--- src/cache_cfg_pkg.sv ---
/* fixed geometry of the two-way cache on a 16-bit byte address
   changing a width here changes every module, there are no module parameters */
package cache_cfg_pkg;

   // front-end word
   localparam int ADDR_W   = 16;
   localparam int DATA_W   = 32;
   localparam int NBYTES   = DATA_W / 8;
   localparam int NBYTES_W = $clog2(NBYTES);

   // line and set geometry
   localparam int WORD_OFFSET_W = 2;
   localparam int NWORDS        = 2 ** WORD_OFFSET_W;
   localparam int SET_INDEX_W   = 4;
   localparam int NSETS         = 2 ** SET_INDEX_W;
   localparam int NWAYS         = 2;
   localparam int NWAYS_W       = $clog2(NWAYS);

   // derived address splits
   localparam int TAG_W       = ADDR_W - SET_INDEX_W - WORD_OFFSET_W - NBYTES_W;
   localparam int LINE_W      = NWORDS * DATA_W;
   localparam int LINE_ADDR_W = ADDR_W - WORD_OFFSET_W - NBYTES_W;
   localparam int WADDR_W     = ADDR_W - NBYTES_W;

   // write-through buffer
   localparam int WTBUF_DEPTH_W = 2;
   localparam int WTBUF_DEPTH   = 2 ** WTBUF_DEPTH_W;

endpackage

--- src/cache_bus_pkg.sv ---
/* front-end, write-through and refill payloads plus the controller enums
   a request with a zero strobe is a read, word 0 of a line sits in the low bits */
package cache_bus_pkg;

   // front-end request, byte address
   typedef struct packed {
      logic [cache_cfg_pkg::ADDR_W-1:0] addr;
      logic [cache_cfg_pkg::DATA_W-1:0] wdata;
      logic [cache_cfg_pkg::NBYTES-1:0] wstrb;
   } fe_req_t;

   typedef struct packed {
      logic [cache_cfg_pkg::DATA_W-1:0] rdata;
   } fe_rsp_t;

   // one buffered write, word address
   typedef struct packed {
      logic [cache_cfg_pkg::WADDR_W-1:0] waddr;
      logic [cache_cfg_pkg::DATA_W-1:0]  data;
      logic [cache_cfg_pkg::NBYTES-1:0]  strb;
   } wtbuf_entry_t;

   typedef struct packed {
      logic [cache_cfg_pkg::LINE_W-1:0] line;
   } refill_t;

   typedef enum logic {
      ACC_READ,
      ACC_WRITE
   } access_e;

   typedef enum logic [2:0] {
      ST_IDLE,
      ST_LOOKUP,
      ST_DRAIN,
      ST_REFILL,
      ST_RESPOND
   } cache_state_e;

endpackage

--- src/cache_data_store.sv ---
/* line storage per way, no reset, contents are unknown until filled
   a fill takes priority over a word write in the same cycle */
`timescale 1ns/1ps

module cache_data_store (
   input  logic                                   clk_i,
   input  logic                                   lookup_i,
   input  logic [cache_cfg_pkg::SET_INDEX_W-1:0]  index_i,
   input  logic [cache_cfg_pkg::WORD_OFFSET_W-1:0] offset_i,
   input  logic [cache_cfg_pkg::NWAYS_W-1:0]      way_i,
   input  logic [cache_cfg_pkg::NBYTES-1:0]       word_we_i,
   input  logic [cache_cfg_pkg::DATA_W-1:0]       wdata_i,
   input  logic                                   fill_i,
   input  cache_bus_pkg::refill_t                 fill_line_i,
   output cache_bus_pkg::fe_rsp_t                 rdata_o
);
   import cache_cfg_pkg::*;

   logic [NWORDS-1:0][DATA_W-1:0] line_mem [NWAYS][NSETS];
   logic [NWORDS-1:0][DATA_W-1:0] line_rd_q [NWAYS];

   //////////////////////////////
   // writes
   //////////////////////////////
   always_ff @(posedge clk_i) begin
      if (fill_i) begin
         line_mem[way_i][index_i] <= fill_line_i.line;
      end else begin
         // byte lanes of one word
         for (int b = 0; b < NBYTES; b++) begin
            if (word_we_i[b]) begin
               line_mem[way_i][index_i][offset_i][8*b +: 8] <= wdata_i[8*b +: 8];
            end
         end
      end
   end

   //////////////////////////////
   // registered read
   //////////////////////////////
   // both ways are read, the way is picked after the compare
   always_ff @(posedge clk_i) begin
      if (lookup_i) begin
         for (int w = 0; w < NWAYS; w++) begin
            line_rd_q[w] <= line_mem[w][index_i];
         end
      end
   end

   assign rdata_o = line_rd_q[way_i][offset_i];

endmodule

--- config.mk ---
export PLATFORM = sky130hd
export DESIGN_NAME = cache_data_store
export DESIGN_NICKNAME = d
export VERILOG_FILES = /design/src/cache_cfg_pkg.sv /design/src/cache_bus_pkg.sv /design/src/cache_data_store.sv
export SDC_FILE = /design/constraint.sdc
export NUM_CORES = 2
export LEC_CHECK = 0
export ABC_CLOCK_PERIOD_IN_PS = 3250
export BUFFER_PORTS_ARGS = -buffer_cell sky130_fd_sc_hd__buf_4
export CORE_UTILIZATION = 55
export DETAILED_ROUTE_END_ITERATION = 7
export PLACE_DENSITY = 0.71
export SLEW_MARGIN = 20
export SYNTH_ARGS = -nofsm -noshare
export SYNTH_HDL_FRONTEND = slang
export SYNTH_MEMORY_MAX_BITS = 65536
export SYNTH_SLANG_ARGS = --single-unit
--- constraint.sdc ---
create_clock -name clk_i -period 3.25 [get_ports clk_i]
set_input_delay 0.4875 -clock clk_i [delete_from_list [all_inputs] [get_ports clk_i]]
set_output_delay 0.4875 -clock clk_i [all_outputs]
set_load 0.02 [all_outputs]
==> impl_metrics.py <==
metrics = {
    "power": {
        "p_sw_uw": 27600,
        "finalPower_uw": 122000,
        "netSwitchingFraction_pct": 22.5,
        "p_int_uw": 94800,
        "pwr-share-comb_pct": 7.3,
        "p_leak_uw": 0.0727,
        "power_density_nw_per_um2": 553,
        "seqPwrFrac_pct": 51.7,
        "ir_worst_vdd_uv": 508,
        "power.share.clock_pct": 40.9,
    },
    "route": {
        "drc": 0,
        "routed_wl_um": 577000,
        "ant_nets": 0,
        "dr_total_vias": 108718,
        "wl_per_cell_um": 36.4,
        "drt-initial-drc-count": 15988,
        "vias_per_cell": 6.85,
        "drt_pre_antenna_iters": 6,
    },
    "cells_and_area": {
        "fillers": 23560,
        "final_common_cell": "edfxtp_1",
        "syn2layout_area_growth_pct": 14.3,
        "final_nets": 11049,
        "final_cell_mix": "edfxtp_1 (4352), mux2_2 (1944), buf_4 (1131), mux4_2 (1088), a22oi_1 (512)",
        "drive_gt1_share_pct": 45.8,
        "final_core_util_pct": 63.2,
    },
    "timing": {
        "setup_viol": 0,
        "whs_ns": 0.0595,
        "fin_crit_sh_pct": 95.8,
        "fmax_mhz": 321,
        "clock_skew_ns": 0.0430,
        "hold_viol_final": 0,
        "finalCriticalPeriod_ns": 3.11,
        "max_slew.worst_pin.slew_ns": 1.36,
        "rsz0062_at_grt": "false",
        "slew_headroom_pct": 9.37,
        "drv_slew": 0,
        "fin_tns_setup_ns": 0,
    },
    "worst_hold_path": {
        "hold_path_depth": 2,
        "hold_path_class": "input port to flop",
    },
    "floorplan": {
        "coreArea_um2": 350000,
        "die_w_um": 595,
        "ioPinCount": 206,
        "num_rows": 217,
        "dieHeight_um": 595,
        "start_util_pct": 55.3,
        "design.die.area_um2": 354000,
    },
    "setup_path": {
        "crit_type": "flop to primary output",
        "cp.arrival_ns": 2.63,
        "worstPathRequired_ns": 2.76,
        "r2r.worst_path.cells": 3,
        "startpoint_type": "flop",
        "cp_max_fo": 1,
        "worstSetupEndpointType": "primary output",
    },
    "global_route": {
        "track_usage_pct": 32.4,
        "grt_first_pass_wirelength_um": 818000,
        "antenna_found_initial": 46,
        "grt_pass1_vias": 109992,
        "grt_overflow_total": 0,
        "grt_max_degree": 161,
    },
    "clocking": {
        "cts_tree": "done",
        "htree_levels": 5,
        "root_buffer": "clkbuf_16",
        "clk_path_buf_depth": 4,
        "post_cts_resized": 0,
        "clock_latency_ns": 1.01,
        "cts_setup_buffers": 0,
        "numClockSinks": 4352,
        "cts.clk_slew.worst_paths_ns": 0.06,
        "cts_buffers": 439,
    },
    "synthesis": {
        "synth_area_um2": 194000,
        "synth_seq_area_share_pct": 67.5,
        "synthesis.nets": 10193,
        "synth.distinct_cells": 29,
        "synth_warnings": 0,
        "synth-seq-cells": 4352,
        "synth_area_per_cell_um2": 19.3,
        "syn_inst": 10019,
    },
    "place": {
        "post-dp-hpwl_um": 370000,
        "gp_congestion": 0.881,
        "portBuffers": 205,
    },
    "run": {
        "cap_violations": 0,
    },
    "outcome": {
        "outcome": "finished, final reports clean",
    },
}
[what timing repair did]
item,4_1_cts,5_1_grt
endpoints found under the hold margin,2692,0
hold buffers,111,0
setup endpoints to repair,0,0
[cells in the mapped netlist (all sizes together)]
library cell     n  area (µm²)
nand3          272        2630
mux2          2080       23600
a21oi          256        1280
nand2          256         961
nor2             3        18.8
and4bb           3        37.5
and2             3        18.8
nor4b            4        60.1
nor4             1        21.3
clkbuf         584        2190
a21boi         256        1920
nor4bb           3        30.0
a22oi          512        3840
edfxtp        4352      131000
and4b            4        40.0
buf            331        1680
mux4          1088       24500
and4             1        8.76
nor2b           10        62.6
[path summary, 6_finish.rpt]
kind                                                   from                          to  slack [ns]
worst max-delay path             line_rd_q[0][27]$_DFFE_PP_                 rdata_o[27]        0.14
worst min-delay path                        fill_line_i[47]  line_mem[1][431]$_DFFE_PP_        0.06
worst max register to register  line_mem[1][1864]$_DFFE_PP_  line_rd_q[1][72]$_DFFE_PP_        1.36
worst min register to register    line_mem[1][79]$_DFFE_PP_  line_rd_q[1][79]$_DFFE_PP_        0.75
[cells by family after synthesis]
logic type	synth area share [%]
compound gates	3.64
flops	67.5
buf+inv	2.00
simple gates	2.01
mux	24.9
[area by class of cell]
| type | count | area [µm²] | share of cell area [%] |
|---|---|---|---|
| Sequential cell | 4352 | 131000 | 59.0 |
| Multi-Input combinational cell | 4752 | 59400 | 26.9 |
| Clock buffer | 526 | 11400 | 5.15 |
| Timing Repair Buffer | 1330 | 11400 | 5.13 |
| Tap cell | 4599 | 5750 | 2.60 |
| Clock inverter | 286 | 2630 | 1.19 |
| Antenna cell | 26 | 65.1 | 0.0294 |
[registers in the layout, indices dropped and copies added, names as in the netlist]
signal,cells
line_mem,4096
line_rd_q,256
[power by group through the flow]
stage	clock network, µW	logic, µW	registers (µW)
4_1_cts	50400	8840	63300
3_3_place_gp	0	8390	64400
6_report	50100	8970	63300
5_1_grt	52400	9290	63300
3_5_place_dp	0	8670	64500
2_1_floorplan	0	5330	64200
[worst max-delay path: stages, from the launching register on]
cell and delay (ns):
edfxtp_1 0.51, mux4_2 0.58, mux2_2 0.36, buf_4 0.18
[per-stage QoR]
stage	worst slack, ns	std cells	cell area [µm²]
after floorplan	0.524	10019	194000
after global routing	0.107	15861	221000
after global placement	0.117	14922	206000
after detailed placement	0.180	14922	206000
after CTS	0.0980	15845	221000
final	0.136	15871	221000
[layer usage]
layer | share of wire (%) | track usage [%]
met5 | 0.023 | 0
met4 | 4.5 | 12.5
met3 | 12 | 7.39
met2 | 48 | 51.2
met1 | 36 | 44.1
(Power assumes the default switching activity.)
