**src/cache_cfg_pkg.sv**
```systemverilog
/* fixed geometry of the two-way cache on a 16-bit byte address
   changing a width here changes every module, there are no module parameters */
package cache_cfg_pkg;

   // front-end word
   localparam int ADDR_W   = 16;
   localparam int DATA_W   = 32;
   localparam int NBYTES   = DATA_W / 8;
   localparam int NBYTES_W = $clog2(NBYTES);

   // line and set geometry
   localparam int WORD_OFFSET_W = 2;
   localparam int NWORDS        = 2 ** WORD_OFFSET_W;
   localparam int SET_INDEX_W   = 4;
   localparam int NSETS         = 2 ** SET_INDEX_W;
   localparam int NWAYS         = 2;
   localparam int NWAYS_W       = $clog2(NWAYS);

   // derived address splits
   localparam int TAG_W       = ADDR_W - SET_INDEX_W - WORD_OFFSET_W - NBYTES_W;
   localparam int LINE_W      = NWORDS * DATA_W;
   localparam int LINE_ADDR_W = ADDR_W - WORD_OFFSET_W - NBYTES_W;
   localparam int WADDR_W     = ADDR_W - NBYTES_W;

   // write-through buffer
   localparam int WTBUF_DEPTH_W = 2;
   localparam int WTBUF_DEPTH   = 2 ** WTBUF_DEPTH_W;

endpackage

```
**src/cache_tag_store.sv**
```systemverilog
/* tags and valid bits per way, result registered one cycle after lookup_i
   tag_i must stay stable while way_hit_o is in use */
`timescale 1ns/1ps

module cache_tag_store (
   input  logic                                clk_i,
   input  logic                                arst_i,
   input  logic                                invalidate_i,
   input  logic                                lookup_i,
   input  logic [cache_cfg_pkg::SET_INDEX_W-1:0] index_i,
   input  logic [cache_cfg_pkg::TAG_W-1:0]     tag_i,
   input  logic                                fill_i,
   input  logic [cache_cfg_pkg::NWAYS_W-1:0]   fill_way_i,
   output logic [cache_cfg_pkg::NWAYS-1:0]     way_hit_o,
   output logic [cache_cfg_pkg::NWAYS_W-1:0]   way_hit_bin_o
);
   import cache_cfg_pkg::*;

   logic [NWAYS-1:0][NSETS-1:0] valid_q;
   logic [TAG_W-1:0]            tag_mem [NWAYS][NSETS];
   logic [NWAYS-1:0]            valid_rd_q;
   logic [TAG_W-1:0]            tag_rd_q [NWAYS];

   //////////////////////////////
   // storage
   //////////////////////////////
   always_ff @(posedge clk_i or posedge arst_i) begin
      if (arst_i) begin
         valid_q <= '0;
      end else if (invalidate_i) begin
         valid_q <= '0;
      end else if (fill_i) begin
         valid_q[fill_way_i][index_i] <= 1'b1;
      end
   end

   always_ff @(posedge clk_i) begin
      if (fill_i) begin
         tag_mem[fill_way_i][index_i] <= tag_i;
      end
   end

   //////////////////////////////
   // lookup and compare
   //////////////////////////////
   always_ff @(posedge clk_i or posedge arst_i) begin
      if (arst_i) begin
         valid_rd_q <= '0;
      end else if (lookup_i) begin
         for (int w = 0; w < NWAYS; w++) begin
            valid_rd_q[w] <= valid_q[w][index_i];
         end
      end
   end

   always_ff @(posedge clk_i) begin
      if (lookup_i) begin
         for (int w = 0; w < NWAYS; w++) begin
            tag_rd_q[w] <= tag_mem[w][index_i];
         end
      end
   end

   // one-hot hit plus its binary way number
   always_comb begin
      way_hit_bin_o = '0;
      for (int w = 0; w < NWAYS; w++) begin
         way_hit_o[w] = valid_rd_q[w] && (tag_rd_q[w] == tag_i);
         if (way_hit_o[w]) begin
            way_hit_bin_o = NWAYS_W'(w);
         end
      end
   end

   // fills happen only after a miss, so a tag never lives in two ways of a set
   a_hit_onehot: assert property (@(posedge clk_i) disable iff (arst_i)
      $onehot0(way_hit_o))
      else $error("tag store: way_hit_o %b is not one-hot", way_hit_o);

endmodule

```
**config.mk**
```make
export PLATFORM = sky130hd
export DESIGN_NAME = cache_tag_store
export DESIGN_NICKNAME = d
export VERILOG_FILES = /design/src/cache_cfg_pkg.sv /design/src/cache_tag_store.sv
export SDC_FILE = /design/constraint.sdc
export NUM_CORES = 1
export LEC_CHECK = 0
export BUFFER_PORTS_ARGS = -buffer_cell sky130_fd_sc_hd__buf_4
export CORE_MARGIN = 4
export CORE_UTILIZATION = 62
export DETAILED_ROUTE_END_ITERATION = 12
export PLACE_DENSITY = 0.77
export REMOVE_ABC_BUFFERS = 1
export SLEW_MARGIN = 20
export SYNTH_ARGS = -nofsm -noshare
export SYNTH_HDL_FRONTEND = slang
export SYNTH_SLANG_ARGS = --single-unit
```
**constraint.sdc**
```tcl
create_clock -name clk_i -period 1.8 [get_ports clk_i]
set_input_delay 0.09 -clock clk_i [delete_from_list [all_inputs] [get_ports clk_i]]
set_output_delay 0.09 -clock clk_i [all_outputs]
set_load 0.05 [all_outputs]
```
==> results <==
- The run finished, with violations left.
- The checks that failed: setup timing.
- The distinct cell type count after synthesis is 35.
- The die span in x is 147 um.
- The worst hold-check path type is primary input to register.
- The type of element launching the critical path is a register.
- The top achievable clock speed is 485 MHz.
- The worst register-to-register path has a depth of 2.
- The initialized floorplan defines 50 standard-cell rows.
- After clock tree synthesis, the clock-pin slew on the worst setup and hold paths is around 0.060 ns.
- Clock tree synthesis selected as its root buffer the cell sky130_fd_sc_hd__clkbuf_16.
- The most common cell in the synthesized netlist is sky130_fd_sc_hd__edfxtp_1.
- The routed via count is 6269.
- The total congestion overflow is 0.
- Setup repair after global routing could not meet its margin everywhere.
- The number of antenna violations at the first check in global routing is 2.
- The final worst-path cycle share is 115%.
- The chip height is 147 um.
- The cell area after synthesis is 0.0119 mm2.
- Total power for the finished layout comes to 14.5 mW.
- Setup violations remaining at the end of the flow were counted as 3.
- The routed design has 28.3 mm of wire.
- The post-layout instance area is 0.0138 mm2.
- The number of global-route vias before repair is ~6400.
- The mean instance size in the synthesized netlist is 20.6 um2.
- For the pin with the worst max-slew slack, the measured transition is 0.490 ns.
- Among all flip-flop cells after synthesis, the most frequent one is sky130_fd_sc_hd__edfxtp_1.
- The relative slew slack is 67.2%.
- The die covers 0.0215 mm2.
- The share of the synthesized area in the top cell type is 68.5%.
- TritonCTS built the clock tree.
- The maximum vdd ir drop is 0.948 mV.
- In the routed design, unresolved DRC markers number 0.
- After synthesis, the cell types taking the most area are sky130_fd_sc_hd__edfxtp_1, sky130_fd_sc_hd__mux4_2, sky130_fd_sc_hd__dfrtp_1.
- The signed area change from the synthesized netlist to the final layout is 15.5%.
- In this run the tool buffered the top-level ports with 20 buffer cells.
- The gate count after technology mapping is between 500 and 600.
- Adding up every negative setup slack in the final design gives -0.651 ns.
- The number of hold violations in the final report was 0.
- The arrival time of the worst setup path is 1.97 ns.
- The cell type contributing the most total cell area after synthesis is sky130_fd_sc_hd__edfxtp_1.
- The routed wirelength normalized by instance count is 29.7 um.
- The post-placement cell count is 891.
- For this run, the number of standard cells in the final layout without fillers is 952.
- The placed instance area is 0.0128 mm2.
- Counting flops with an async set or reset pin after synthesis yields a share of 11.1%.
- The count of cells along the worst hold path is 2.
- The number of enable flip-flop cells after synthesis is 272.
- The number of register bits inferred by synthesis is around 310.
- The number of top-level pins is 21.
- The highest fanout seen on the critical path is 1.
- Entering global routing, the biggest net connects 35 pins.
- The placer congestion estimate is 0.830.
- The starting density of the core is 63.3%.
- The element type at the critical path end is a primary output.
- The number of pins with negative max-slew slack in the final report was 0.
- Once routing completed, OpenROAD measured the worst setup slack at -0.262 ns.
- The clock buffer count from CTS is 29.
- The per-cell via count in the routed design is about 6.6.
- The wire length of the first global-routing pass is ~42 mm.
- The total power density per cell area is 1050 mW/mm2.
- Global routing used roughly 27% of the available tracks across all layers.
- For the worst setup path, the data required time is 1.71 ns.
- At the later pin of the worst-skew pair, clock insertion delay measures 0.54 ns.
- The fraction of layout cells with a size suffix above 1 is about 30%.
- The commonest cells after synthesis are sky130_fd_sc_hd__edfxtp_1, sky130_fd_sc_hd__nor2_1, sky130_fd_sc_hd__mux4_2.
- The final critical delay including setup and external delays is 2.06 ns.
- Yosys printed 0 warnings.
- The count of nets left with antenna violations after detail routing is 0.
- The max-capacitance violation count is 0.
- In this run, the number of DRC markers left after iteration 0 of detailed routing was 841.
- Sequential elements use 75.6% of the synthesized area.
- The critical path is of the register to primary output type.
- Measured on the finished design, the core utilization comes to 73.2%.
- The count of inserted antenna diode cells is 0.
- For this design the static power due to leakage is 4.67 nW.
- The first-pass iteration count of the detailed router is 5.
- The net count of the finished layout is 689.
- CTS built an H-tree with a depth of 1.
- The core outline area is 0.0188 mm2.
- The worst clock skew is 0.00847 ns.
- The TritonCTS sink count is 306.
- The maximum clock path buffer count is 3.
- The detailed placer's ending HPWL is between 15 and 20 mm.
cells in the final DEF, fill, tap and decap left out, types with 5 or more instances in the layout:
cell,count
sky130_fd_sc_hd__edfxtp_1,272
sky130_fd_sc_hd__nor2_1,99
sky130_fd_sc_hd__mux4_2,81
sky130_fd_sc_hd__buf_4,72
sky130_fd_sc_hd__dfrtp_1,34
sky130_fd_sc_hd__clkbuf_16,29
sky130_fd_sc_hd__xnor2_1,9
sky130_fd_sc_hd__dlygate4sd3_1,9
sky130_fd_sc_hd__mux2i_1,8
sky130_fd_sc_hd__clkinv_1,7
sky130_fd_sc_hd__clkinv_2,7
sky130_fd_sc_hd__xor2_1,6
sky130_fd_sc_hd__buf_12,6
sky130_fd_sc_hd__clkbuf_1,5
state kept, by name, summed over array words and instances (netlist names):
signal      count
valid_q        32
tag_mem       256
valid_rd_q      2
tag_rd_q       16
cell families (layout without fill, tap and decap cells):
family,after synthesis,count (layout),synth area share [%]
AOI/OAI and AO/OA,10,10,0.640
xor gates and xnor gates,16,16,1.17
buffers and inverters,32,144,1.56
DFF,306,306,75.6
muxes,92,92,16.4
and+or+nand+nor,124,124,4.64
power by group:
group	internal, mW	switching [mW]	leakage [nW]	total [mW]
registers	7.86	0.0470	2.93	7.91
clock network	3.22	2.51	0.430	5.73
logic	0.368	0.478	1.31	0.846
final cells by class:
type | count | area [um2]
Timing Repair Buffer | 90 | 788
Clock buffer | 34 | 744
Tap cell | 260 | 325
Multi-Input combinational cell | 242 | 2760
Fill cell | 1049 | 5050
Inverter | 2 | 7.51
Clock inverter | 18 | 136
Sequential cell | 306 | 9020
worst max-delay path: stages, from the launching register on:
cell and delay (ns):
sky130_fd_sc_hd__edfxtp_1 0.42, sky130_fd_sc_hd__xnor2_2 0.18, sky130_fd_sc_hd__nand4_1 0.21, sky130_fd_sc_hd__nor4_4 0.24, sky130_fd_sc_hd__and3_1 0.23, sky130_fd_sc_hd__buf_6 0.16
what timing repair did:
item	4_1_cts	5_1_grt
endpoints found under the hold margin	120	0
pin swaps	2	0
setup endpoints to repair	3	3
hold buffers	9	0
gates resized for setup	8	1
setup buffers	0	0
path summary, 6_finish.rpt:
check | to | startpoint | slack (ns)
worst max-delay path | way_hit_o[0] | tag_rd_q[0][6]$_DFFE_PP_ | -0.26
worst min-delay path | tag_mem[1][62]$_DFFE_PP_ | tag_i[6] | 0.03
worst max register to register | tag_rd_q[0][8]$_DFFE_PP_ | tag_mem[1][32]$_DFFE_PP_ | 0.08
worst min register to register | valid_q[26]$_DFFE_PP0P_ | valid_q[26]$_DFFE_PP0P_ | 0.50
max in group asynchronous | valid_rd_q[0]$_DFFE_PP0P_ | arst_i | 1.26
min in group asynchronous | valid_q[9]$_DFFE_PP0P_ | arst_i | 0.22
per-stage QoR:
stage	hold WS [ns]	worst slack (ns)
finish	0.0346	-0.262
global route	0.0447	-0.359
CTS	0.0280	-0.285
detailed placement	0.218	-0.0415
global placement	0.207	-0.0159
floorplan	0.156	0.149
metal layers:
metal / part of all wire [%] / global-route usage (%) / up-vias
li1: - / - / 2512
met2: 49 / 42.3 / 464
met1: 36 / 40.0 / 3220
met4: 3.1 / 8.33 / 4
met3: 12 / 6.01 / 69
met5: 0.095 / 0 / -
Note: power is estimated with default switching activity, not from simulation.
