==> src/cache_cfg_pkg.sv <==
/* fixed geometry of the two-way cache on a 16-bit byte address
   changing a width here changes every module, there are no module parameters */
package cache_cfg_pkg;

   // front-end word
   localparam int ADDR_W   = 16;
   localparam int DATA_W   = 32;
   localparam int NBYTES   = DATA_W / 8;
   localparam int NBYTES_W = $clog2(NBYTES);

   // line and set geometry
   localparam int WORD_OFFSET_W = 2;
   localparam int NWORDS        = 2 ** WORD_OFFSET_W;
   localparam int SET_INDEX_W   = 4;
   localparam int NSETS         = 2 ** SET_INDEX_W;
   localparam int NWAYS         = 2;
   localparam int NWAYS_W       = $clog2(NWAYS);

   // derived address splits
   localparam int TAG_W       = ADDR_W - SET_INDEX_W - WORD_OFFSET_W - NBYTES_W;
   localparam int LINE_W      = NWORDS * DATA_W;
   localparam int LINE_ADDR_W = ADDR_W - WORD_OFFSET_W - NBYTES_W;
   localparam int WADDR_W     = ADDR_W - NBYTES_W;

   // write-through buffer
   localparam int WTBUF_DEPTH_W = 2;
   localparam int WTBUF_DEPTH   = 2 ** WTBUF_DEPTH_W;

endpackage

==> src/cache_bus_pkg.sv <==
/* front-end, write-through and refill payloads plus the controller enums
   a request with a zero strobe is a read, word 0 of a line sits in the low bits */
package cache_bus_pkg;

   // front-end request, byte address
   typedef struct packed {
      logic [cache_cfg_pkg::ADDR_W-1:0] addr;
      logic [cache_cfg_pkg::DATA_W-1:0] wdata;
      logic [cache_cfg_pkg::NBYTES-1:0] wstrb;
   } fe_req_t;

   typedef struct packed {
      logic [cache_cfg_pkg::DATA_W-1:0] rdata;
   } fe_rsp_t;

   // one buffered write, word address
   typedef struct packed {
      logic [cache_cfg_pkg::WADDR_W-1:0] waddr;
      logic [cache_cfg_pkg::DATA_W-1:0]  data;
      logic [cache_cfg_pkg::NBYTES-1:0]  strb;
   } wtbuf_entry_t;

   typedef struct packed {
      logic [cache_cfg_pkg::LINE_W-1:0] line;
   } refill_t;

   typedef enum logic {
      ACC_READ,
      ACC_WRITE
   } access_e;

   typedef enum logic [2:0] {
      ST_IDLE,
      ST_LOOKUP,
      ST_DRAIN,
      ST_REFILL,
      ST_RESPOND
   } cache_state_e;

endpackage

==> src/cache_write_buffer.sv <==
/* in-order write-through FIFO, one back-end write outstanding at a time
   the head entry is kept until mem_wr_ack_i, so it still counts toward full_o */
`timescale 1ns/1ps

module cache_write_buffer (
   input  logic                        clk_i,
   input  logic                        arst_i,
   input  logic                        push_i,
   input  cache_bus_pkg::wtbuf_entry_t entry_i,
   output logic                        full_o,
   output logic                        empty_o,
   output logic                        mem_wr_req_o,
   output cache_bus_pkg::wtbuf_entry_t mem_wr_o,
   input  logic                        mem_wr_ack_i
);
   import cache_cfg_pkg::*;
   import cache_bus_pkg::*;

   wtbuf_entry_t           fifo_mem [WTBUF_DEPTH];
   logic [WTBUF_DEPTH_W:0] wr_ptr_q;
   logic [WTBUF_DEPTH_W:0] rd_ptr_q;
   logic                   busy_q;
   logic                   fifo_empty;

   // extra pointer bit tells full from empty
   assign fifo_empty = (wr_ptr_q == rd_ptr_q);
   assign full_o     = (wr_ptr_q[WTBUF_DEPTH_W-1:0] == rd_ptr_q[WTBUF_DEPTH_W-1:0]) &&
                       (wr_ptr_q[WTBUF_DEPTH_W] != rd_ptr_q[WTBUF_DEPTH_W]);
   assign empty_o    = fifo_empty && !busy_q;

   // head goes out once, then waits for its ack
   assign mem_wr_req_o = !fifo_empty && !busy_q;
   assign mem_wr_o     = fifo_mem[rd_ptr_q[WTBUF_DEPTH_W-1:0]];

   always_ff @(posedge clk_i) begin
      if (push_i) begin
         fifo_mem[wr_ptr_q[WTBUF_DEPTH_W-1:0]] <= entry_i;
      end
   end

   always_ff @(posedge clk_i or posedge arst_i) begin
      if (arst_i) begin
         wr_ptr_q <= '0;
         rd_ptr_q <= '0;
         busy_q   <= 1'b0;
      end else begin
         if (push_i) begin
            wr_ptr_q <= wr_ptr_q + 1'b1;
         end
         if (mem_wr_ack_i) begin
            rd_ptr_q <= rd_ptr_q + 1'b1;
            busy_q   <= 1'b0;
         end else if (mem_wr_req_o) begin
            busy_q <= 1'b1;
         end
      end
   end

   // the controller checks full before it pushes
   a_no_push_full: assert property (@(posedge clk_i) disable iff (arst_i)
      push_i |-> !full_o)
      else $error("write buffer: push while full");

   // back end acks only a write that was issued
   a_ack_busy: assert property (@(posedge clk_i) disable iff (arst_i)
      mem_wr_ack_i |-> busy_q)
      else $error("write buffer: ack with no write outstanding");

endmodule

==> config.mk <==
export PLATFORM = sky130hd
export DESIGN_NAME = cache_write_buffer
export DESIGN_NICKNAME = d
export VERILOG_FILES = /design/src/cache_cfg_pkg.sv /design/src/cache_bus_pkg.sv /design/src/cache_write_buffer.sv
export SDC_FILE = /design/constraint.sdc
export NUM_CORES = 1
export LEC_CHECK = 0
export ABC_AREA = 0
export ABC_CLOCK_PERIOD_IN_PS = 3000
export BUFFER_PORTS_ARGS = -buffer_cell sky130_fd_sc_hd__buf_4
export CAP_MARGIN = 25
export CORE_MARGIN = 8
export CORE_UTILIZATION = 45
export CTS_CLUSTER_SIZE = 20
export DETAILED_ROUTE_END_ITERATION = 7
export PLACE_DENSITY = 0.67
export SLEW_MARGIN = 25
export SYNTH_ARGS = -nofsm -noshare
export SYNTH_HDL_FRONTEND = slang
export SYNTH_SLANG_ARGS = --single-unit
==> constraint.sdc <==
create_clock -name clk_i -period 3 [get_ports clk_i]
set_clock_uncertainty 0.15 [all_clocks]
set_input_delay 0.3 -clock clk_i [delete_from_list [all_inputs] [get_ports clk_i]]
set_output_delay 0.3 -clock clk_i [all_outputs]
set_load 0.005 [all_outputs]
==> metrics.yaml, run 1 <==
placement:
  gp_congestion: 0.680
  dp_hpwl_um: 8680
  io_buffers: 106
  dpl_cell_area_um2: 8750
critical_path:
  critical_path_required_ns: 2.55
  cp.arrival_ns: 2.25
  critical_path_peak_fanout: 23
  cp_common_cell: "buf_4"
  crit_path_start: "rd_ptr_q[0]$_DFFE_PP0P_"
  endpoint_kind: "output port"
  worstPathBufferInverterCount: 2
  crit_path_max_incr_delay_ns: 0.73
  worstReg2RegStart: "wr_ptr_q[1]$_DFFE_PP0P_"
  slowest_stage: "dfrtp_4"
  cp_cell_sequence: "buf_4, mux4_2, buf_4"
  startpoint_type: "flop"
  worstSetupPathType: "reg2out"
  cp_top_family: "flip-flops"
logic_synthesis:
  netlist-cell-type-count: 19
  synthesis.area_um2: 7680
  yosys-top-cells-area: "edfxtp_1 (78%), mux4_2 (14%), dfrtp_1 (2.3%)"
  synth_top_cell_by_area: "edfxtp_1"
  synth.most_common_cell: "edfxtp_1"
  syn-instance-count: 297
  async_flop_share_pct: 3.38
  ys_seq_area_share_pct: 80.5
  syn_avg_cell_area_um2: 25.8
  synth_common_cells: "edfxtp_1 (200), mux4_2 (48), dfrtp_1 (7), buf_2 (6)"
  syn_nets: 356
  synth_edf_count: 200
  synth-main-ff-cell: "edfxtp_1"
  ys_ff_latch: 207
  post-synth-top-area-fraction_pct: 78.2
  yosysWarnings: 0
clock_tree:
  clk_pin_slew_ns: 0.06
  clk_latency_ns: 0.48
  cts-root-buf: "clkbuf_16"
  numCtsBuffers: 21
  cts_tree: "done"
  htreeDepth: 1
  cts_buffer_depth: 3
  clock-sinks: 207
  postCtsSetupRepairBufs: 0
drt:
  postRouteAntennaNets: 0
  firstDrtPassIters: 4
  wl_per_cell_um: 20.0
  via_per_inst: 5.11
  routed_wl_um: 14200
  post-route-drc-count: 0
  drtIter0Drc: 152
  num_vias: 3641
min_path:
  hp-class: "in2async"
timing:
  max_slew_margin_pct: 51.0
  setup_violations: 0
  fmax_mhz: 370
  min_period_over_period_pct: 90.1
  grt_setup_unrepaired: "false"
  slew_viol_final: 0
  layout_min_cycle_time_ns: 2.70
  setup_tns_ns: 0
  finalHoldViolations: 0
  worst_pin_slew_ns: 0.735
power:
  leakage_nw: 3.48
  p_per_area_nw_per_um2: 928
  ir_worst_vdd_mv: 0.480
global_route:
  antenna_found_initial: 1
  grt_usage_pct: 13.5
  grt_max_degree: 41
  grt.overflow.total: 0
  grt_first_pass_wirelength_um: 23000
  grt_pass1_vias: 4165
layout:
  syn2layout_area_growth_pct: 29.5
  final_layout_size_suffix_gt1_share_pct: 40.1
  fin_nets: 535
  fin_area_um2: 9940
run_status:
  status: "finished, final reports clean"
job:
  max-cap-violations: 0
floorplanning:
  core-area_um2: 16600
  io_pins: 107
  num_rows: 47
  die_w_um: 147
  start_util_pct: 46.1
  die_y_um: 147
  dieArea_um2: 21500
==> layer usage <==
| layer | track usage (%) | part of all wire (%) | up-vias |
|---|---|---|---|
| met5 | 0 | 0 | - |
| met4 | 3.92 | 1.7 | 0 |
| met3 | 3.31 | 5.2 | 17 |
| met2 | 22.1 | 49 | 88 |
| met1 | 17.7 | 44 | 1906 |
| li1 | - | - | 1630 |
==> report_power, final <==
part | leakage, nW | switching, mW | internal, mW
clock network | 0.320 | 1.01 | 1.50
registers | 1.92 | 0.299 | 3.78
logic | 1.24 | 1.11 | 1.52
==> sequential cells by signal (all words and copies together) (netlist names) <==
signal and count:
busy_q 1, fifo_mem 200, rd_ptr_q 3, wr_ptr_q 3
==> timing repair <==
action / 4_1_cts / 5_1_grt
resized for setup: 0 / 0
endpoints found under the hold margin: 213 / 0
hold buffers: 53 / 0
==> path summary, 6_finish.rpt <==
path | to | slack, ns | cells past startpoint
worst min register to register | wr_ptr_q[2]$_DFFE_PP0P_ | 0.35 | 1
worst max-delay path | mem_wr_o[26] | 0.30 | 3
min in group clk_i | wr_ptr_q[2]$_DFFE_PP0P_ | 0.35 | 1
max in group asynchronous | rd_ptr_q[0]$_DFFE_PP0P_ | 2.28 | 3
worst min-delay path | wr_ptr_q[2]$_DFFE_PP0P_ | 0.17 | 3
worst max register to register | fifo_mem[1][12]$_DFFE_PP_ | 0.96 | 4
==> cells in the final DEF (no fill, tap or decap) <==
master / count
inv_6: 1
dfrtp_4: 1
clkinv_1: 1
and4_1: 1
a41oi_1: 1
clkbuf_8: 1
xor2_1: 3
clkbuf_1: 10
and3b_1: 1
mux4_2: 48
clkbuf_16: 21
dfrtp_1: 5
buf_12: 5
inv_1: 4
bufinv_16: 2
edfxtp_1: 200
clkinv_4: 1
and2_2: 4
mux4_1: 2
a31oi_1: 1
mux2_2: 1
o21ai_0: 1
clkinv_2: 1
diode_2: 1
xnor2_1: 4
ha_1: 5
nand2_1: 2
dfrtp_2: 1
buf_4: 110
dlygate4sd3_1: 53
==> worst min-delay path, stage by stage <==
cell           delay (ns)
dlygate4sd3_1        0.55
buf_4                0.14
inv_1                0.21
==> stage by stage <==
step	power [mW]	utilization, %	cells	setup WS [ns]	hold slack (ns)
6_report	9.23	59.7	712	0.298	0.172
3_5_place_dp	6.82	52.6	620	0.747	0.120
4_1_cts	9.40	59.7	711	0.226	0.154
2_1_floorplan	5.61	-	297	0.598	-0.0466
3_3_place_gp	6.76	52.6	620	0.753	0.0995
5_1_grt	9.72	59.7	712	0.146	0.194
==> cell type report <==
class	count	area, um2
Antenna cell	1	2.50
Clock buffer	32	577
Clock inverter	6	86.3
Fill cell	1190	6700
Inverter	4	15.0
Multi-Input combinational cell	74	1340
Sequential cell	207	6190
Tap cell	220	275
Timing Repair Buffer	168	1460
==> cells by family (layout without fill, tap and decap cells) <==
| group | after synthesis | after routing | share of synthesized area, % |
|---|---|---|---|
| simple gates | 8 | 8 | 0.652 |
| buf+inv | 16 | 210 | 2.04 |
| xor+xnor | 7 | 7 | 0.799 |
| fa+ha+maj | 5 | 5 | 0.815 |
| compound gates | 3 | 3 | 0.261 |
| mux | 51 | 51 | 14.9 |
| flops | 207 | 207 | 80.5 |
| other cells | 0 | 1 | 0 |
No activity file was read; power rests on OpenSTA's default activity.
==> run 2: changes to the inputs <==
--- a/config.mk
+++ b/config.mk
@@ -6,7 +6,7 @@
 export NUM_CORES = 1
 export LEC_CHECK = 0
 export ABC_AREA = 0
-export ABC_CLOCK_PERIOD_IN_PS = 3000
+export ABC_CLOCK_PERIOD_IN_PS = 3200
 export BUFFER_PORTS_ARGS = -buffer_cell sky130_fd_sc_hd__buf_4
 export CAP_MARGIN = 25
 export CORE_MARGIN = 8
==> constraint.sdc (replaced) <==
create_clock -name clk_i -period 3.2 [get_ports clk_i]
set_clock_uncertainty 0.15 [all_clocks]
set_input_delay 0.32 -clock clk_i [delete_from_list [all_inputs] [get_ports clk_i]]
set_output_delay 0.32 -clock clk_i [all_outputs]
set_load 0.005 [all_outputs]
==> run 2 against run 1 <==
Sequential power decreased by 5.9%. Worst hold slack better by 0.015 ns. Total power down 6.8%. Cell count is 0.14% higher. Critical endpoint is now mem_wr_o[1]. Highest routed layer is now met5.
==> metrics.yaml, run 2 (synthesized netlist as in run 1, its figures left out) <==
run_status:
  status: "finished, final reports clean"
clock_tree:
  cts_resized: 0
  cts-root-buf: "clkbuf_16"
  cts_tree: "done"
  cts_buffer_depth: 3
  clock-sinks: 207
  htreeDepth: 1
  postCtsSetupRepairBufs: 0
  clk_pin_slew_ns: 0.06
  cts_hold_buf: 53
  numCtsBuffers: 21
  clk_latency_ns: 0.48
timing:
  finalHoldViolations: 0
  fmax_mhz: 362
  setup_violations: 0
  fin_hold_ws_ns: 0.187
  worst_pin_slew_ns: 0.707
  layout_min_cycle_time_ns: 2.76
  min_period_over_period_pct: 86.4
  grt_setup_unrepaired: "false"
  setup_tns_ns: 0
  max_slew_margin_pct: 52.9
  slew_viol_final: 0
floorplanning:
  io_pins: 107
  num_rows: 47
  die_w_um: 147
  start_util_pct: 46.1
  core-area_um2: 16600
  die_y_um: 147
  dieArea_um2: 21500
layout:
  largest_reg_flops: 200
  layout_commonest_cell: "edfxtp_1"
  syn2layout_area_growth_pct: 29.5
  layout_common_cells: "edfxtp_1 (200), buf_4 (113), dlygate4sd3_1 (53)"
  finish.utilization_pct: 59.7
  fin_area_um2: 9940
  final_cells: 713
  antenna_cells: 0
  fin_nets: 538
  final_layout_size_suffix_gt1_share_pct: 40.4
drt:
  firstDrtPassIters: 4
  drtIter0Drc: 217
  routed_wl_um: 14400
  via_per_inst: 5.10
  wl_met2_um: 7190
  postRouteAntennaNets: 0
  num_vias: 3637
  wl_per_cell_um: 20.2
  post-route-drc-count: 0
  wl_met1_um: 6140
  wl_met3_um: 839
  highest_layer: "met5"
critical_path:
  slowest_stage: "dfrtp_4"
  worstPathBufferInverterCount: 2
  worstReg2RegStart: "wr_ptr_q[0]$_DFFE_PP0P_"
  cp_common_cell: "buf_4"
  startpoint_type: "flop"
  critical_path_peak_fanout: 26
  crit_path_start: "rd_ptr_q[0]$_DFFE_PP0P_"
  endpoint_kind: "output port"
  cp_top_family: "flip-flops"
  critical_path_required_ns: 2.73
  crit_path_max_incr_delay_ns: 0.78
  cp.arrival_ns: 2.29
  worstSetupPathType: "reg2out"
  cp_cell_sequence: "buf_4, mux4_2, buf_4"
global_route:
  grt.overflow.total: 0
  grt_first_pass_wirelength_um: 22600
  antenna_found_initial: 1
  grt_max_degree: 29
  grt_pass1_vias: 4031
  grt_usage_pct: 13.4
placement:
  dpl_cell_area_um2: 8770
  placed_cells: 623
  dp_hpwl_um: 8890
  gp_congestion: 0.717
  io_buffers: 106
power:
  p_per_area_nw_per_um2: 865
  leakage_nw: 3.48
  ir_worst_vdd_mv: 0.470
job:
  max-cap-violations: 0
min_path:
  hp-class: "in2async"
run 2: cell type report:
class | count | area (um2)
clock inverters | 11 | 100
fillers | 1156 | 6700
well taps | 220 | 275
repair buffers | 171 | 1480
inverters | 4 | 15.0
clock buffers | 26 | 544
flip-flops and latches | 207 | 6190
multi-input cells | 74 | 1340
run 2: layer usage:
| layer | vias to the layer above | track usage (%) |
|---|---|---|
| met5 | - | 0 |
| met4 | 2 | 3.76 |
| met3 | 18 | 3.52 |
| met2 | 104 | 22.3 |
| met1 | 1884 | 16.9 |
| li1 | 1629 | - |
run 2: path summary, 6_finish.rpt:
check	slack, ns	cells after the start	end
worst max register to register	1.07	4	fifo_mem[0][4]$_DFFE_PP_
min in group clk_i	0.34	1	wr_ptr_q[2]$_DFFE_PP0P_
worst max-delay path	0.44	3	mem_wr_o[1]
max in group asynchronous	2.46	3	rd_ptr_q[0]$_DFFE_PP0P_
worst min-delay path	0.19	3	wr_ptr_q[2]$_DFFE_PP0P_
worst min register to register	0.34	1	wr_ptr_q[2]$_DFFE_PP0P_
run 2: per-stage QoR:
step | power, mW | setup WS [ns]
4_1_cts | 8.76 | 0.377
6_report | 8.60 | 0.436
2_1_floorplan | 5.26 | 0.798
5_1_grt | 9.04 | 0.276
3_5_place_dp | 6.39 | 0.899
3_3_place_gp | 6.34 | 0.918
run 2: where the power goes:
group	leakage [nW]	switching [mW]	internal, mW
registers	1.92	0.296	3.55
clock network	0.310	0.927	1.36
logic	1.26	1.03	1.44
run 2: worst min-delay path, delay by kind of cell:
kind / cells / cell delay (ns)
buffers and inverters: 3 / 0.88
