$ cat src/cache_cfg_pkg.sv
/* fixed geometry of the two-way cache on a 16-bit byte address
   changing a width here changes every module, there are no module parameters */
package cache_cfg_pkg;

   // front-end word
   localparam int ADDR_W   = 16;
   localparam int DATA_W   = 32;
   localparam int NBYTES   = DATA_W / 8;
   localparam int NBYTES_W = $clog2(NBYTES);

   // line and set geometry
   localparam int WORD_OFFSET_W = 2;
   localparam int NWORDS        = 2 ** WORD_OFFSET_W;
   localparam int SET_INDEX_W   = 4;
   localparam int NSETS         = 2 ** SET_INDEX_W;
   localparam int NWAYS         = 2;
   localparam int NWAYS_W       = $clog2(NWAYS);

   // derived address splits
   localparam int TAG_W       = ADDR_W - SET_INDEX_W - WORD_OFFSET_W - NBYTES_W;
   localparam int LINE_W      = NWORDS * DATA_W;
   localparam int LINE_ADDR_W = ADDR_W - WORD_OFFSET_W - NBYTES_W;
   localparam int WADDR_W     = ADDR_W - NBYTES_W;

   // write-through buffer
   localparam int WTBUF_DEPTH_W = 2;
   localparam int WTBUF_DEPTH   = 2 ** WTBUF_DEPTH_W;

endpackage

$ cat src/cache_replacement.sv
/* one LRU bit per set, valid for exactly two ways */
`timescale 1ns/1ps

module cache_replacement (
   input  logic                                  clk_i,
   input  logic                                  arst_i,
   input  logic                                  invalidate_i,
   input  logic                                  touch_i,
   input  logic [cache_cfg_pkg::SET_INDEX_W-1:0] index_i,
   input  logic [cache_cfg_pkg::NWAYS_W-1:0]     touch_way_i,
   output logic [cache_cfg_pkg::NWAYS_W-1:0]     victim_o
);
   import cache_cfg_pkg::*;

   // way not used most recently, per set
   logic [NSETS-1:0][NWAYS_W-1:0] lru_q;

   always_ff @(posedge clk_i or posedge arst_i) begin
      if (arst_i) begin
         lru_q <= '0;
      end else if (invalidate_i) begin
         lru_q <= '0;
      end else if (touch_i) begin
         lru_q[index_i] <= ~touch_way_i;
      end
   end

   assign victim_o = lru_q[index_i];

endmodule

$ cat config.mk
export PLATFORM = sky130hd
export DESIGN_NAME = cache_replacement
export DESIGN_NICKNAME = d
export VERILOG_FILES = /design/src/cache_cfg_pkg.sv /design/src/cache_replacement.sv
export SDC_FILE = /design/constraint.sdc
export NUM_CORES = 1
export LEC_CHECK = 0
export BUFFER_PORTS_ARGS = -buffer_cell sky130_fd_sc_hd__buf_2
export CAP_MARGIN = 20
export CORE_MARGIN = 2
export CORE_UTILIZATION = 50
export CTS_CLUSTER_DIAMETER = 50
export DETAILED_ROUTE_END_ITERATION = 10
export PLACE_DENSITY = 0.73
export SLEW_MARGIN = 25
export SYNTH_ARGS = -nofsm -noshare
export SYNTH_HDL_FRONTEND = slang
export SYNTH_SLANG_ARGS = --single-unit
$ cat constraint.sdc
create_clock -name clk_i -period 1.4 [get_ports clk_i]
set_input_delay 0.28 -clock clk_i [delete_from_list [all_inputs] [get_ports clk_i]]
set_output_delay 0.28 -clock clk_i [all_outputs]
set_load 0.05 [all_outputs]
==> results of run 1 <==
per-stage QoR:
step | TNS (ns) | instances | total power (W) | hold WS [ns]
after floorplan | -0.209 | 89 | 0.000550 | 0.194
after global placement | -1.58 | 123 | 0.000588 | 0.293
after detailed placement | -2.05 | 123 | 0.000591 | 0.296
after CTS | -0.541 | 128 | 0.000906 | 0.357
after global routing | -0.526 | 128 | 0.000928 | 0.380
final | -0.494 | 128 | 0.000898 | 0.352
how the worst min path moves through the flow:
stage | start | to | slack (ns) | cells after the start
2_1_floorplan | arst_i | lru_q[0] | 0.19 | 1
3_3_place_gp | arst_i | lru_q[13] | 0.29 | 3
6_report | invalidate_i | lru_q[15] | 0.35 | 2
3_5_place_dp | arst_i | lru_q[13] | 0.30 | 3
5_1_grt | invalidate_i | lru_q[15] | 0.38 | 2
4_1_cts | invalidate_i | lru_q[15] | 0.36 | 2
critical path, delay by kind of cell, from the launching register on:
kind	cells	cell delay, ns
compound gates	1	0.22
buf+inv	1	0.16
flops	1	0.39
mux	1	0.47
simple gates	1	0.08
report_power, final:
group | total [W] | switching [W] | internal (W) | leakage (nW)
Sequential | 0.000471 | 0.00000340 | 0.000468 | 0.223
Clock | 0.000311 | 0.000153 | 0.000159 | 0.0210
Combinational | 0.000116 | 0.0000699 | 0.0000458 | 0.200
what timing repair did:
item                                   in CTS  in global routing
setup endpoints to repair                   2                  1
hold buffers                                1                  0
endpoints found under the hold margin      16                  0
pin swaps                                   1                  1
gates resized for setup                     3                  0
cloned                                      0                  0
final cells by class:
class / instances / area [µm²]
Clock buffer: 4 / 36.3
Sequential cell: 16 / 400
Fill cell: 141 / 657
Multi-Input combinational cell: 65 / 465
Inverter: 1 / 3.75
Timing Repair Buffer: 17 / 114
Tap cell: 25 / 31.3
placed cells by master (no fill, tap or decap):
cell type      Yosys  layout
nor2b_1            2       2
mux4_2             0       2
inv_1              1       1
o21ai_0           13      13
a311oi_1           3       3
nand2b_1           2       2
or3b_4             0       1
a22oi_2            0       1
mux4_1             4       2
nand3b_1           2       2
nand3_4            0       1
dfrtp_1           16      16
buf_6              1       1
and3_1             1       1
nor2_1             1       1
nand2_1            2       2
dlygate4sd3_1      0       1
or3_1             13      13
buf_2              1       8
or2_2              1       1
nand3_1            3       2
clkbuf_4           0       3
a21oi_1           16      16
buf_4              1       7
clkbuf_8           0       1
layer usage:
metal	up-vias	wire [µm]	share of wire
met5	-	0	0
met4	0	32	0.016
met3	4	77	0.039
met2	17	1010	0.51
met1	373	856	0.43
li1	365	-	-
logic make-up after synthesis:
logic type             Yosys count  synth area share
AOI/OAI and AO/OA               33             0.200
and+or+nand+nor                 28             0.189
DFF                             16             0.447
buffers and inverters            8            0.0475
muxes                            4             0.117
==> reports/results.ini, run 1 <==
[synthesis]
synthTopCellsByArea=dfrtp_1 (45%), mux4_1 (12%), or3_1 (9.1%), a21oi_1 (8.9%), o21ai_0 (7.3%)
syn_area_per_cell_um2=10.1
syn_nets=98
dominantRegCellSynth=dfrtp_1
yosys.area.top_type=dfrtp_1
synthDominantCellAreaShare=0.447
synth.top_cells.by_count=a21oi_1 (16), dfrtp_1 (16), o21ai_0 (13), or3_1 (13), mux4_1 (4)
synthCells=89
synthArstFlopShare=1.00
yosysWarnings=0
synth_edf_count=0
ys_seq_area_frac=0.447
ys_types=22
netlist_area_um2=896
synth_seq_cells=16

[floorplanning]
core_um2=1710
die_width_um=46.3
ios=10
fp.dieH_um=46.3
dieArea_um2=2150
rows=15
start_util=0.525

[worst_setup_path]
rr_worst_depth=2
crit_slowest_cell=mux4_2
cp-start-kind=register
crit_end=victim_o
worstPathMaxFanout=2
r2r_slack_ns=0.61
arrival_ns=1.61
slowest_delay_ns=0.47
path_cells=mux4_2, a22oi_2, nand3_4, buf_6
endpoint_kind=output pin
worstSetupPathType=register to output pin
r2r_start=lru_q[11]
crit_start=lru_q[3]
r2r-end=lru_q[11]
required_ns=1.12

[sta]
hold_violations=0
fin_crit_ns=1.89
finalClockSkew_ns=0
fmax_mhz=528
slew_violations=0
period_share=1.35
setup_viol=1
relSlewSlack=0.801
tightest_slew_ns=0.298
grt_setup_unrepaired=true
fin_ws_ns=-0.494

[layout]
nets=113
largestRegisters=lru_q (16)
area_delta_synth_final_pct=17.3
fin_area_um2=1050
finish.utilization=0.615
largest_register=lru_q
drive_gt1_frac=0.252
diodes=0
largest_reg_flops=16

[placed_design]
gp_congestion=0.790
place_hpwl_mm=1.40
port_buffers=9
place_ws_ns=-0.361
place_area_um2=996

[route]
detail_route.iter0.violations=14
drc_errors=0
ant_nets=0
vias=759
wl_mm=1.98
wl_per_cell_um=15.4
dr.pass1.iters=4
vias_per_cell=5.93

[global_route]
use_met3=0.0235
grt_pass1_vias=738
grt_overflow=0
use_met1=0.285
grt_util_met2=0.381
grt_max_degree=17
track_usage=0.222
grt.busiest_layer=met2
grt_pass1_wl_mm=3.30
antenna_found_initial=0

[cts]
cts_num_sinks=16
cts_buffer_depth=2
cts_tree=yes
clkLatencyLatePin_ns=0.29
cts_buffers=3
cts.htree.levels=1
cts_root_buf=clkbuf_4
post-cts-setup-buffers=0
path_clk_slew_ns=0.10

[worst_hold_path]
hp-class=input pin to register

[status]
violations=negative setup slack
status=finished with violations

[power_and_ir_drop]
p_per_area_nw_per_um2=855
ir_drop_v=0.000511
leakagePower_nw=0.444

[flow_run]
maxCapViolations=0

Note: power is estimated with default switching activity, not from simulation.
==> run 2: changes to the inputs <==
- RECOVER_POWER: not set -> 100
==> run 2 against run 1 <==
The flow still finishes with violations (negative setup slack). Worst hold slack gained 0.0023 ns. Design area shrank 0.71%. Register-to-register slack is essentially flat. Largest power group unchanged. Highest routed layer unchanged.
==> reports/results.ini, run 2 (synthesis results as in run 1) <==
[status]
status=finished with violations
violations=negative setup slack

[layout]
largestRegisters=lru_q (16)
stdcell_count=128  ; unchanged
largest_reg_flops=16  ; unchanged
area_delta_synth_final_pct=16.5
drive_gt1_frac=0.233  ; -0.0194
largest_register=lru_q
multiInputGateArea_um2=465  ; unchanged
seq_area_um2=400  ; unchanged
mostFrequentLayoutCells=a21oi_1 (16), dfrtp_1 (16), or3_1 (13), o21ai_0 (13), buf_2 (7)
diodes=0  ; unchanged
num-fill-cells=143  ; +1.4%
nets=113  ; unchanged

[global_route]
grt_pass1_vias=738  ; unchanged
grt_overflow=0  ; unchanged
grt_max_degree=17  ; unchanged
grt_pass1_wl_mm=3.30  ; unchanged
track_usage=0.222  ; unchanged
antenna_found_initial=0  ; unchanged

[worst_hold_path]
holdPathEnd=lru_q[15]
min_from=invalidate_i
hold_depth=2  ; unchanged
hp-class=input pin to register

[route]
drc_errors=0  ; unchanged
detail_route.iter0.violations=11  ; -3
ant_nets=0  ; unchanged
wl_per_cell_um=15.1  ; -1.9%
wl_mm=1.94  ; -1.9%
vias_per_cell=5.87  ; -1.1%
dr.pass1.iters=4  ; unchanged
vias=751  ; -1.1%

[cts]
cts_tree=yes
cts.htree.levels=1  ; unchanged
cts_buffer_depth=2  ; unchanged
cts_buffers=3  ; unchanged
post-cts-setup-buffers=0  ; unchanged
cts_root_buf=clkbuf_4
cts_num_sinks=16  ; unchanged
path_clk_slew_ns=0.10  ; about the same
clkLatencyLatePin_ns=0.29  ; about the same

[floorplanning]
die_width_um=46.3  ; unchanged
dieArea_um2=2150  ; unchanged
fp.dieH_um=46.3  ; unchanged
rows=15  ; unchanged
start_util=0.525  ; unchanged
ios=10  ; unchanged
core_um2=1710  ; unchanged

[worst_setup_path]
r2r_slack_ns=0.61  ; about the same
r2r_start=lru_q[11]
worstPathMaxFanout=2  ; unchanged
rr_worst_depth=2  ; unchanged
arrival_ns=1.61  ; about the same
required_ns=1.12  ; about the same
endpoint_kind=output pin
worstSetupPathType=register to output pin
cp-start-kind=register
r2r-end=lru_q[11]

[sta]
setup_viol=1  ; unchanged
fmax_mhz=528  ; about the same
tightest_slew_ns=0.413  ; +0.115 ns
finalClockSkew_ns=0  ; unchanged
period_share=1.35  ; about the same
fin_ws_ns=-0.493  ; +0.00109 ns
slew_violations=0  ; unchanged
holdWs_ns=0.354  ; +0.00227 ns
grt_setup_unrepaired=true
relSlewSlack=0.725  ; -0.0762
hold_violations=0  ; unchanged
fin_crit_ns=1.89  ; -0.00109 ns

[placed_design]
port_buffers=9  ; unchanged
dp.cells=123  ; unchanged
gp_congestion=0.790  ; unchanged
place_hpwl_mm=1.40  ; unchanged
place_ws_ns=-0.361  ; unchanged

[power_and_ir_drop]
p_per_area_nw_per_um2=857  ; +0.21%
leakagePower_nw=0.437  ; -1.6%
ir_drop_v=0.000504  ; -1.5%

[flow_run]
maxCapViolations=0  ; unchanged

==> run 2: changes by cell type in the layout (fill, tap and decap cells not counted) <==
| cell | delta |
|---|---|
| buf_2 | -1 |
| clkbuf_1 | +2 |
| buf_4 | -2 |
| clkbuf_2 | +1 |
==> run 2: how the worst max path moves through the flow <==
stage / slack (ns) / end / startpoint
2_1_floorplan: -0.15 / victim_o / index_i[0]
3_3_place_gp: -0.33 / victim_o / index_i[0]
3_5_place_dp: -0.36 / victim_o / index_i[0]
4_1_cts: -0.54 / victim_o / lru_q[3]
5_1_grt: -0.53 / victim_o / lru_q[3]
6_report: -0.49 / victim_o / lru_q[3]
==> run 2: layout make-up <==
| type | instances | share of cell area |
|---|---|---|
| Timing Repair Buffer | 17 | 0.102 |
| Tap cell | 25 | 0.0300 |
| Inverter | 1 | 0.00360 |
| Sequential cell | 16 | 0.384 |
| Multi-Input combinational cell | 65 | 0.446 |
| Clock buffer | 4 | 0.0348 |
==> run 2: repair_timing <==
item / 4_1_cts / 5_1_grt
pin swaps: 1 / 1
endpoints found under the setup margin: 2 / 1
hold buffers: 1 / 0
resized for setup: 3 / 0
endpoints found under the hold margin: 16 / 0
==> run 2: power by group <==
| part | switching (W) | leakage [nW] | internal, W |
|---|---|---|---|
| combinational | 0.0000690 | 0.193 | 0.0000432 |
| clock | 0.000152 | 0.0210 | 0.000158 |
| sequential | 0.00000343 | 0.223 | 0.000468 |
| total | 0.000224 | 0.437 | 0.000670 |
==> run 2: through the flow <==
step	setup TNS [ns]	total power [W]	area, µm²	utilization
6_report	-0.493	0.000894	1040	0.611
5_1_grt	-0.862	0.000925	1040	0.611
4_1_cts	-0.541	0.000906	1050	0.615
3_5_place_dp	-2.05	0.000591	996	0.583
3_3_place_gp	-1.58	0.000588	996	0.583
2_1_floorplan	-0.209	0.000550	913	-
==> run 2: worst max-delay path, stage by stage (launching register included) <==
cell and delay [ns]:
dfrtp_1 0.39, mux4_2 0.47, a22oi_2 0.22, nand3_4 0.08, buf_6 0.16
==> run 2: layer usage <==
metal,vias to the layer above,global-route usage,share of wire
met4,0,0.0857,0.017
met2,16,0.381,0.53
met1,366,0.285,0.43
li1,365,-,-
met5,-,0,0
met3,4,0.0235,0.028
==> run 3: changes to the inputs <==
- ABC_AREA: not set -> 1
- CORE_UTILIZATION: 50 -> 51
==> run 3 against run 2 <==
The flow still finishes with violations (negative setup slack). Sequential power grew 4%. Worst setup slack gained 0.35 ns. Critical path depth grew 5. Routed wire length grew 12%. Global-route usage grew 0.45 points. Clock-buffer cell count is the same. Utilization grew 2.5 points. Non-clock buffer count shrank 1. Worst hold slack lost 0.31 ns. Sequential share of layout area shrank 2.3 points. Synthesized cell count grew 65%. Critical path type unchanged. Highest routed layer unchanged.
==> reports/results.ini, run 3 <==
[status]
status=finished with violations
violations=negative setup slack

[synthesis]
synth_edf_count=0  ; unchanged
synthCells=147  ; +65%
yosys.area.top_type=dfrtp_1
synthDominantCellAreaShare=0.415  ; -0.0319
netlist_area_um2=965  ; +7.7%
synth_seq_cells=16  ; unchanged
syn_area_per_cell_um2=6.56  ; -35%
ys_types=14  ; -36%
yosysWarnings=0  ; unchanged
synthArstFlopShare=1.00  ; unchanged
syn_nets=156  ; +59%
synth.top_cells.by_count=nand2_1 (68), a21oi_1 (18), inv_1 (18), dfrtp_1 (16), nor2_1 (9)
yosysMostFrequentCell=nand2_1
ys_seq_area_frac=0.415  ; -0.0319
dominantRegCellSynth=dfrtp_1
synthTopCellsByArea=dfrtp_1 (42%), nand2_1 (26%), a21oi_1 (9.3%), inv_1 (7.0%), o21ai_1 (3.6%)

[power_and_ir_drop]
power_switching_w=0.000251  ; +12%
power_frac_seq=0.521  ; -0.006
internal-power_w=0.000686  ; +2.4%
ir_drop_v=0.000566  ; +12%
power_frac_comb=0.153  ; +0.027
clock_power_share=0.326  ; -0.021
p_per_area_nw_per_um2=844  ; -1.5%
sw_frac_of_total=0.268  ; +0.0174
leakagePower_nw=0.702  ; +61%
report.power.total_w=0.000937  ; +4.8%

[worst_setup_path]
endpoint_kind=output pin
rr_worst_depth=3  ; +1
r2r_slack_ns=0.60  ; about the same
worstSetupPathType=register to output pin
cp-start-kind=register
r2r_start=lru_q[6]
r2r-end=lru_q[6]
arrival_ns=1.26  ; -0.35 ns
worstPathMaxFanout=2  ; unchanged
required_ns=1.12  ; about the same

[route]
ant_nets=0  ; unchanged
drc_errors=0  ; unchanged
wl_per_cell_um=11.4  ; -24%
dr.pass1.iters=4  ; unchanged
vias=937  ; +25%
wl_mm=2.16  ; +12%
vias_per_cell=4.96  ; -16%
detail_route.iter0.violations=17  ; +6

[layout]
largestRegisters=lru_q (16)
mostFrequentLayoutCells=nand2_1 (68), inv_1 (18), a21oi_1 (18), dfrtp_1 (16), nor2_1 (9)
area_delta_synth_final_pct=15.0
diodes=0  ; unchanged
layout_commonest_cell=nand2_1
largest_reg_flops=16  ; unchanged
largest_register=lru_q
drive_gt1_frac=0.159  ; -0.0745
nets=174  ; +54%

[cts]
cts_hold_buf=0  ; -1
cts_tree=yes
path_clk_slew_ns=0.10  ; about the same
cts_buffer_depth=2  ; unchanged
cts_buffers=3  ; unchanged
cts_root_buf=clkbuf_4
clkLatencyLatePin_ns=0.29  ; about the same
cts.htree.levels=1  ; unchanged
cts_num_sinks=16  ; unchanged

[floorplanning]
fp.dieH_um=47.5  ; +2.5%
die_width_um=47.5  ; +2.5%
ios=10  ; unchanged
dieArea_um2=2260  ; +5.1%
start_util=0.553  ; +0.0281
core_um2=1750  ; +2.2%
rows=15  ; unchanged

[placed_design]
place_ws_ns=-0.153  ; +0.209 ns
place_hpwl_mm=1.65  ; +18%
gp_congestion=0.899  ; +14%
port_buffers=9  ; unchanged

[global_route]
track_usage=0.226  ; +0.00454
grt_pass1_vias=789  ; +6.9%
antenna_found_initial=0  ; unchanged
grt_pass1_wl_mm=3.53  ; +6.9%
grt_max_degree=17  ; unchanged
grt_overflow=0  ; unchanged

[sta]
setup_viol=1  ; unchanged
fmax_mhz=648  ; +23%
hold_violations=0  ; unchanged
tightest_slew_ns=0.611  ; +0.198 ns
slew_violations=0  ; unchanged
relSlewSlack=0.592  ; -0.132
fin_crit_ns=1.54  ; -0.350 ns
grt_setup_unrepaired=true
fin_ws_ns=-0.143  ; +0.350 ns
finalClockSkew_ns=0  ; unchanged
period_share=1.10  ; -0.250

[flow_run]
maxCapViolations=0  ; unchanged

[worst_hold_path]
hp-class=input pin to asynchronous set/reset pin

## run 3: cell types whose count changed after synthesis, sizes merged, moves of 4 or more
cell   change
mux4       -4
o21ai      -6
inv       +20
nand2     +66
nor2       +9
or3       -13
## run 3: cell type report
| type | instances | area, µm² |
|---|---|---|
| Clock buffer | 4 | 36.3 |
| Fill cell | 173 | 636 |
| Inverter | 21 | 78.8 |
| Multi-Input combinational cell | 107 | 459 |
| Sequential cell | 16 | 400 |
| Tap cell | 25 | 31.3 |
| Timing Repair Buffer | 16 | 104 |
## run 3: worst max-delay path by stage
stage                           from       end  slack [ns]  cells past startpoint
after floorplan           index_i[1]  victim_o        0.06                      8
after global placement    index_i[0]  victim_o       -0.13                     11
after detailed placement  index_i[0]  victim_o       -0.15                     11
after CTS                  lru_q[11]  victim_o       -0.14                      9
after global routing        lru_q[4]  victim_o       -0.26                      9
final                       lru_q[4]  victim_o       -0.14                      9
## run 3: cell families (layout without fill, tap and decap cells)
kind of cell / count (synthesis) / count (layout) / share of synthesized area
buf+inv: 24 / 41 / 0.109
simple gates: 82 / 82 / 0.346
flops: 16 / 16 / 0.415
compound gates: 25 / 25 / 0.130
## run 3: worst max-delay path: stages (launching register included)
cell     delay [ns]
dfrtp_1        0.41
nand2_1        0.07
nand2_1        0.05
nand2_1        0.05
nand2_1        0.05
nand2_1        0.05
nand2_1        0.04
inv_1          0.05
nand2_1        0.06
buf_6          0.15
## run 3: timing repair
item | 4_1_cts | 5_1_grt
gates resized for setup | 2 | 0
setup buffers | 0 | 1
setup endpoints to repair | 1 | 1
pin swaps | 7 | 1
## run 3: power groups by stage
stage               logic (W)  registers (W)  clock network [W]
floorplan           0.0000963       0.000493                  0
global placement     0.000136       0.000497                  0
detailed placement   0.000140       0.000498                  0
CTS                  0.000142       0.000488           0.000311
global route         0.000163       0.000490           0.000337
finish               0.000143       0.000488           0.000305
## run 3: layer usage
metal	vias up	part of all wire	track usage
met5	-	0	0
met4	0	0.017	0.100
met3	5	0.044	0.0226
met2	21	0.47	0.346
met1	427	0.47	0.325
li1	484	-	-
## run 3: through the flow
stage                     hold WS, ns  area, µm²  utilization  TNS [ns]  std cells
after global routing            0.107       1110        0.636    -0.257        189
after detailed placement        0.379       1060        0.607    -0.153        184
after CTS                      0.0661       1100        0.632    -0.137        188
after floorplan                 0.194        965            -         0        147
after global placement          0.367       1060        0.607    -0.130        184
final                          0.0431       1110        0.636    -0.143        189
